`config.mk`:
```
export PLATFORM = sky130hd
export DESIGN_NAME = result_queue
export DESIGN_NICKNAME = d
export VERILOG_FILES = /design/src/rtl/result_queue.sv
export VERILOG_INCLUDE_DIRS = /design/src /design/src/rtl
export SDC_FILE = /design/constraint.sdc
export NUM_CORES = 1
export LEC_CHECK = 0
export ABC_AREA = 1
export BUFFER_PORTS_ARGS = -buffer_cell sky130_fd_sc_hd__buf_2
export CAP_MARGIN = 20
export CELL_PAD_IN_SITES_DETAIL_PLACEMENT = 0
export CELL_PAD_IN_SITES_GLOBAL_PLACEMENT = 2
export CORE_MARGIN = 2
export CORE_UTILIZATION = 40
export CTS_BUF_LIST = sky130_fd_sc_hd__clkbuf_4 sky130_fd_sc_hd__clkbuf_8 sky130_fd_sc_hd__clkbuf_16
export DETAILED_ROUTE_END_ITERATION = 10
export PLACE_DENSITY = 0.86
export SYNTH_ARGS = -nofsm -noshare
export SYNTH_HDL_FRONTEND = slang
export SYNTH_SLANG_ARGS = --single-unit
```
`constraint.sdc`:
```
create_clock -name clk_i -period 3.3 [get_ports clk_i]
set_input_delay 0.66 -clock clk_i [delete_from_list [all_inputs] [get_ports clk_i]]
set_output_delay 0.66 -clock clk_i [all_outputs]
set_load 0.01 [all_outputs]
```
`src/rtl/ipu_settings.svh`:
```
////////////////////////////////////////////////////////////////////////////
// Build-time sizes of the SIMD integer unit and its result queue.
// Include it wherever word width or queue depth is needed.
////////////////////////////////////////////////////////////////////////////

`ifndef IPU_SETTINGS_SVH
`define IPU_SETTINGS_SVH

// Datapath word width in bits
`define IPU_ELEN 32

// Result queue entries, a power of two
`define IPU_QUEUE_DEPTH 4

// Number of 8-bit elements in one word
`define IPU_NUM_ELEM8 4

`endif

```
`src/rtl/result_queue.sv`:
```
////////////////////////////////////////////////////////////////////////////
// First-word-fall-through queue for finished result words. The head entry
// is on pop_data_o whenever pop_valid_o is high.
////////////////////////////////////////////////////////////////////////////

`timescale 1ns/10ps

`include "ipu_settings.svh"

module result_queue #(
  parameter int unsigned Depth = `IPU_QUEUE_DEPTH
) (
  input  logic                 clk_i,
  input  logic                 rst_i,
  input  logic [`IPU_ELEN-1:0] push_data_i,
  input  logic                 push_valid_i,
  output logic                 push_ready_o,
  output logic [`IPU_ELEN-1:0] pop_data_o,
  output logic                 pop_valid_o,
  input  logic                 pop_ready_i
);

  localparam int unsigned PtrWidth = (Depth > 1) ? $clog2(Depth) : 1;
  localparam int unsigned CntWidth = $clog2(Depth + 1);

  logic [`IPU_ELEN-1:0] mem_q [Depth];
  logic [PtrWidth-1:0]  wr_ptr_q;
  logic [PtrWidth-1:0]  rd_ptr_q;
  logic [CntWidth-1:0]  count_q;
  logic                 full;
  logic                 push;
  logic                 pop;

  assign full        = count_q == CntWidth'(Depth);
  assign pop_valid_o = count_q != '0;
  assign pop_data_o  = mem_q[rd_ptr_q];

  // A full queue still takes a word in the cycle its head leaves
  assign push_ready_o = !full || pop_ready_i;

  assign push = push_valid_i && push_ready_o;
  assign pop  = pop_valid_o && pop_ready_i;

  always_ff @(posedge clk_i) begin
    if (rst_i) begin
      wr_ptr_q <= '0;
      rd_ptr_q <= '0;
      count_q  <= '0;
    end else begin
      if (push) begin
        wr_ptr_q <= (wr_ptr_q == PtrWidth'(Depth - 1)) ? '0 : wr_ptr_q + 1'b1;
      end
      if (pop) begin
        rd_ptr_q <= (rd_ptr_q == PtrWidth'(Depth - 1)) ? '0 : rd_ptr_q + 1'b1;
      end
      unique case ({push, pop})
        2'b10:   count_q <= count_q + 1'b1;
        2'b01:   count_q <= count_q - 1'b1;
        default: count_q <= count_q;
      endcase
    end
  end

  // Storage
  always_ff @(posedge clk_i) begin
    if (push) begin
      mem_q[wr_ptr_q] <= push_data_i;
    end
  end

endmodule

```
==> metrics.md <==
| Metric | Value |
|---|---|
| Status | `finished clean` |
| Drt wl/cell | `15.9 microns` |
| Layout area overhead | `19.7%` |
| Clock slew at reported path FFs | `50 ps` |
| Worst IR drop on VDD | `0.405 mV` |
| Filler cell count | `1145` |
| HP Start | `push_data_i[0]` |
| Total GRT Usage | `15.3%` |
| Max-slew headroom | `52.0%` |
| Die Wd | `119 microns` |
| Initial antenna violation count | `0` |
| Clk buf depth | `2` |
| Post-CTS setup buffer count | `0` |
| H-tree lvl count | `4` |
| Root buffer cell | `clkbuf_16` |
| Largest net degree at the start of global routing | `65` |
| Post-DP HPWL | `6.13 mm` |
| CTS tree | `yes` |
| Final Cycle Share | `77.3%` |
| Vias in the first global route | `3096` |
| Mapped Area | `5270 sq um` |
| Max Slew Vio Count | `0` |
| Antenna cells | `0` |
| Grt ovf | `0` |
| Drt first pass iters | `4` |
| Worst r2r src | `count_q[2]` |
| Global-route wire length before repair | `16.0 mm` |
| Hold/Removal Path Class | `input pin to flop` |
| Vias/cell | `4.86` |
| Clock network fraction of total power | `33.7%` |
| Post_cts resized | `0` |
| Seq/Total Area, Yosys | `76.3%` |
| Final ANT Viol Nets | `0` |
| Share of cells above drive strength 1 | `24.9%` |
| Distinct cell type count after synthesis | `20` |
| Avg Cell Area, Syn | `13.9 sq um` |
| CTS Buf Count | `17` |
| Fmax | `0.392 GHz` |
| Vias | `3116` |
| Port buffer count | `69` |
| DRC | `0` |
| Worst R2R Path Depth | `6` |
| Pwr dens | `786 nW/um^2` |
| Core Util, Final | `49.6%` |
| RSZ-0062 raised after global routing | `no` |
| Crit path launch type | `flop` |
| Number of placed I/O pins | `70` |
| DIE HEIGHT | `119 microns` |
| Crit path max fanout | `22` |
| GPL Wtd Cong | `0.743` |
| Rows | `41` |
| Hold_buf cts | `0` |
| Final net count | `499` |
| Final setup violation count | `0` |
| Syn Inst Count | `378` |
| Switching Power | `0.00150 W` |
| Die area | `14100 sq um` |
| Hold slack | `470 ps` |
| Effective utilization at floorplan | `41.4%` |
| WS Path Type | `flop to output port` |
| Core ar. | `12700 sq um` |
| Post-Route WL | `10.2 mm` |
| R2r setup slk | `1400 ps` |
| Post-synth top area share | `72.9%` |
| Starting DRT DRC Count | `277` |
| Clock Sinks | `137` |
| Combinational power share | `23.8%` |
| WP data required | `2640 ps` |
| Final hold violations | `0` |
| Worst-Margin Slew | `718 ps` |
| CP Capture Type | `output port` |
| Reg2reg end | `mem_q[3][19]` |
| Hold path depth | `1` |
| Sw frac | `30.3%` |
| Hold Path End | `mem_q[1][0]` |
| Crit path DAT | `1890 ps` |
| Synth warn | `0` |
| Final clock skew | `4.25 ps` |
| Top cells by area, synth | `edfxtp_1, nor2_1, o22ai_1` |
| Flop pwr share | `42.6%` |
| Pleak | `2.29 nW` |
| Syn nets | `421` |
| Int Pwr | `0.00346 W` |
| Flops & latches, synth | `137` |
| Final min period | `2550 ps` |
| Max_cap viols | `0` |
| Final setup TNS | `0 ps` |
| Synth area leader | `edfxtp_1` |
| Clk_lat worst skew | `410 ps` |
## synth_stat cells
master and count:
buf_4 3, edfxtp_1 128, a21oi_1 3, inv_2 1, ha_1 6, o21ai_0 39, fa_1 1, clkbuf_1 1
nand3_1 1, buf_2 6, buf_6 9, nor2_1 81, inv_8 1, nand3b_1 1, inv_1 15, dfxtp_1 9
nand2_1 12, nand2_4 1, o21ai_1 28, o22ai_1 32
## layer usage
metal	vias up	global-route usage [%]	routed length (microns)
met5	-	0	0
met4	0	5.73	167
met3	15	4.83	528
met2	82	24.4	4840
met1	1479	19.6	4640
li1	1540	-	-
## worst max-delay path: stages (launching register included)
cell and delay (ps):
dfxtp_2 530, buf_4 330, o21ai_0 130, o22ai_1 300, buf_2 190
## layout make-up
cell class              count  area [sq um]  share of cell area (%)
clock inverters            12          77.6                    1.23
well taps                 172           215                    3.41
flip-flops and latches    137          4030                    63.8
inverters                  17          71.3                    1.13
repair buffers             78           413                    6.54
clock buffers              20           460                    7.30
multi-input cells         205          1050                    16.6
## layout by cell type, fill, tap and decap left out, drive strengths merged
master	instances
edfxtp	128
dfxtp	9
clkinvlp	3
fa	1
nand2	13
nand3b	1
nand3	1
o21ai	67
ha	6
clkinv	8
a21oi	3
clkbuf	20
o22ai	32
buf	78
nor2	81
inv	18
## cell families after synthesis
kind of cell	after synthesis	share of synthesized area [%]
adders and majority gates	7	1.80
DFF	137	76.3
AOI/OAI and AO/OA	102	10.4
buffers and inverters	36	4.34
and+or+nand+nor	96	7.07
## worst max-delay path by stage
| stage | from | endpoint | slack [ps] | cells past startpoint |
|---|---|---|---|---|
| after CTS | flop | pop_data_o[24] | 740 | 4 |
| after floorplan | pop_ready_i | mem_q[3][0] | 540 | 4 |
| after detailed placement | pop_ready_i | mem_q[3][9] | 1020 | 6 |
| final | flop | pop_data_o[24] | 750 | 4 |
| after global routing | flop | pop_data_o[24] | 630 | 4 |
| after global placement | pop_ready_i | mem_q[3][15] | 1030 | 6 |
## power by group through the flow
stage	logic (W)	registers, W	clock network [W]
2_1_floorplan	0.000817	0.00213	0
3_3_place_gp	0.00117	0.00215	0
3_5_place_dp	0.00119	0.00215	0
4_1_cts	0.00119	0.00211	0.00170
5_1_grt	0.00131	0.00212	0.00179
6_report	0.00118	0.00211	0.00167
## flip-flops by register name (all words and copies together) (netlist names), named ones only
name / count
count_q: 3
rd_ptr_q: 2
wr_ptr_q: 2
mem_q: 128
## through the flow
| stage | total power, W | worst slack (ps) | cell area (sq um) | instances |
|---|---|---|---|---|
| detailed placement | 0.00333 | 1020 | 5770 | 609 |
| CTS | 0.00500 | 742 | 6310 | 641 |
| global route | 0.00523 | 634 | 6310 | 641 |
| finish | 0.00496 | 750 | 6310 | 641 |
| global placement | 0.00332 | 1030 | 5770 | 609 |
| floorplan | 0.00294 | 541 | 5270 | 378 |
No activity file was read; power rests on OpenSTA's default activity.
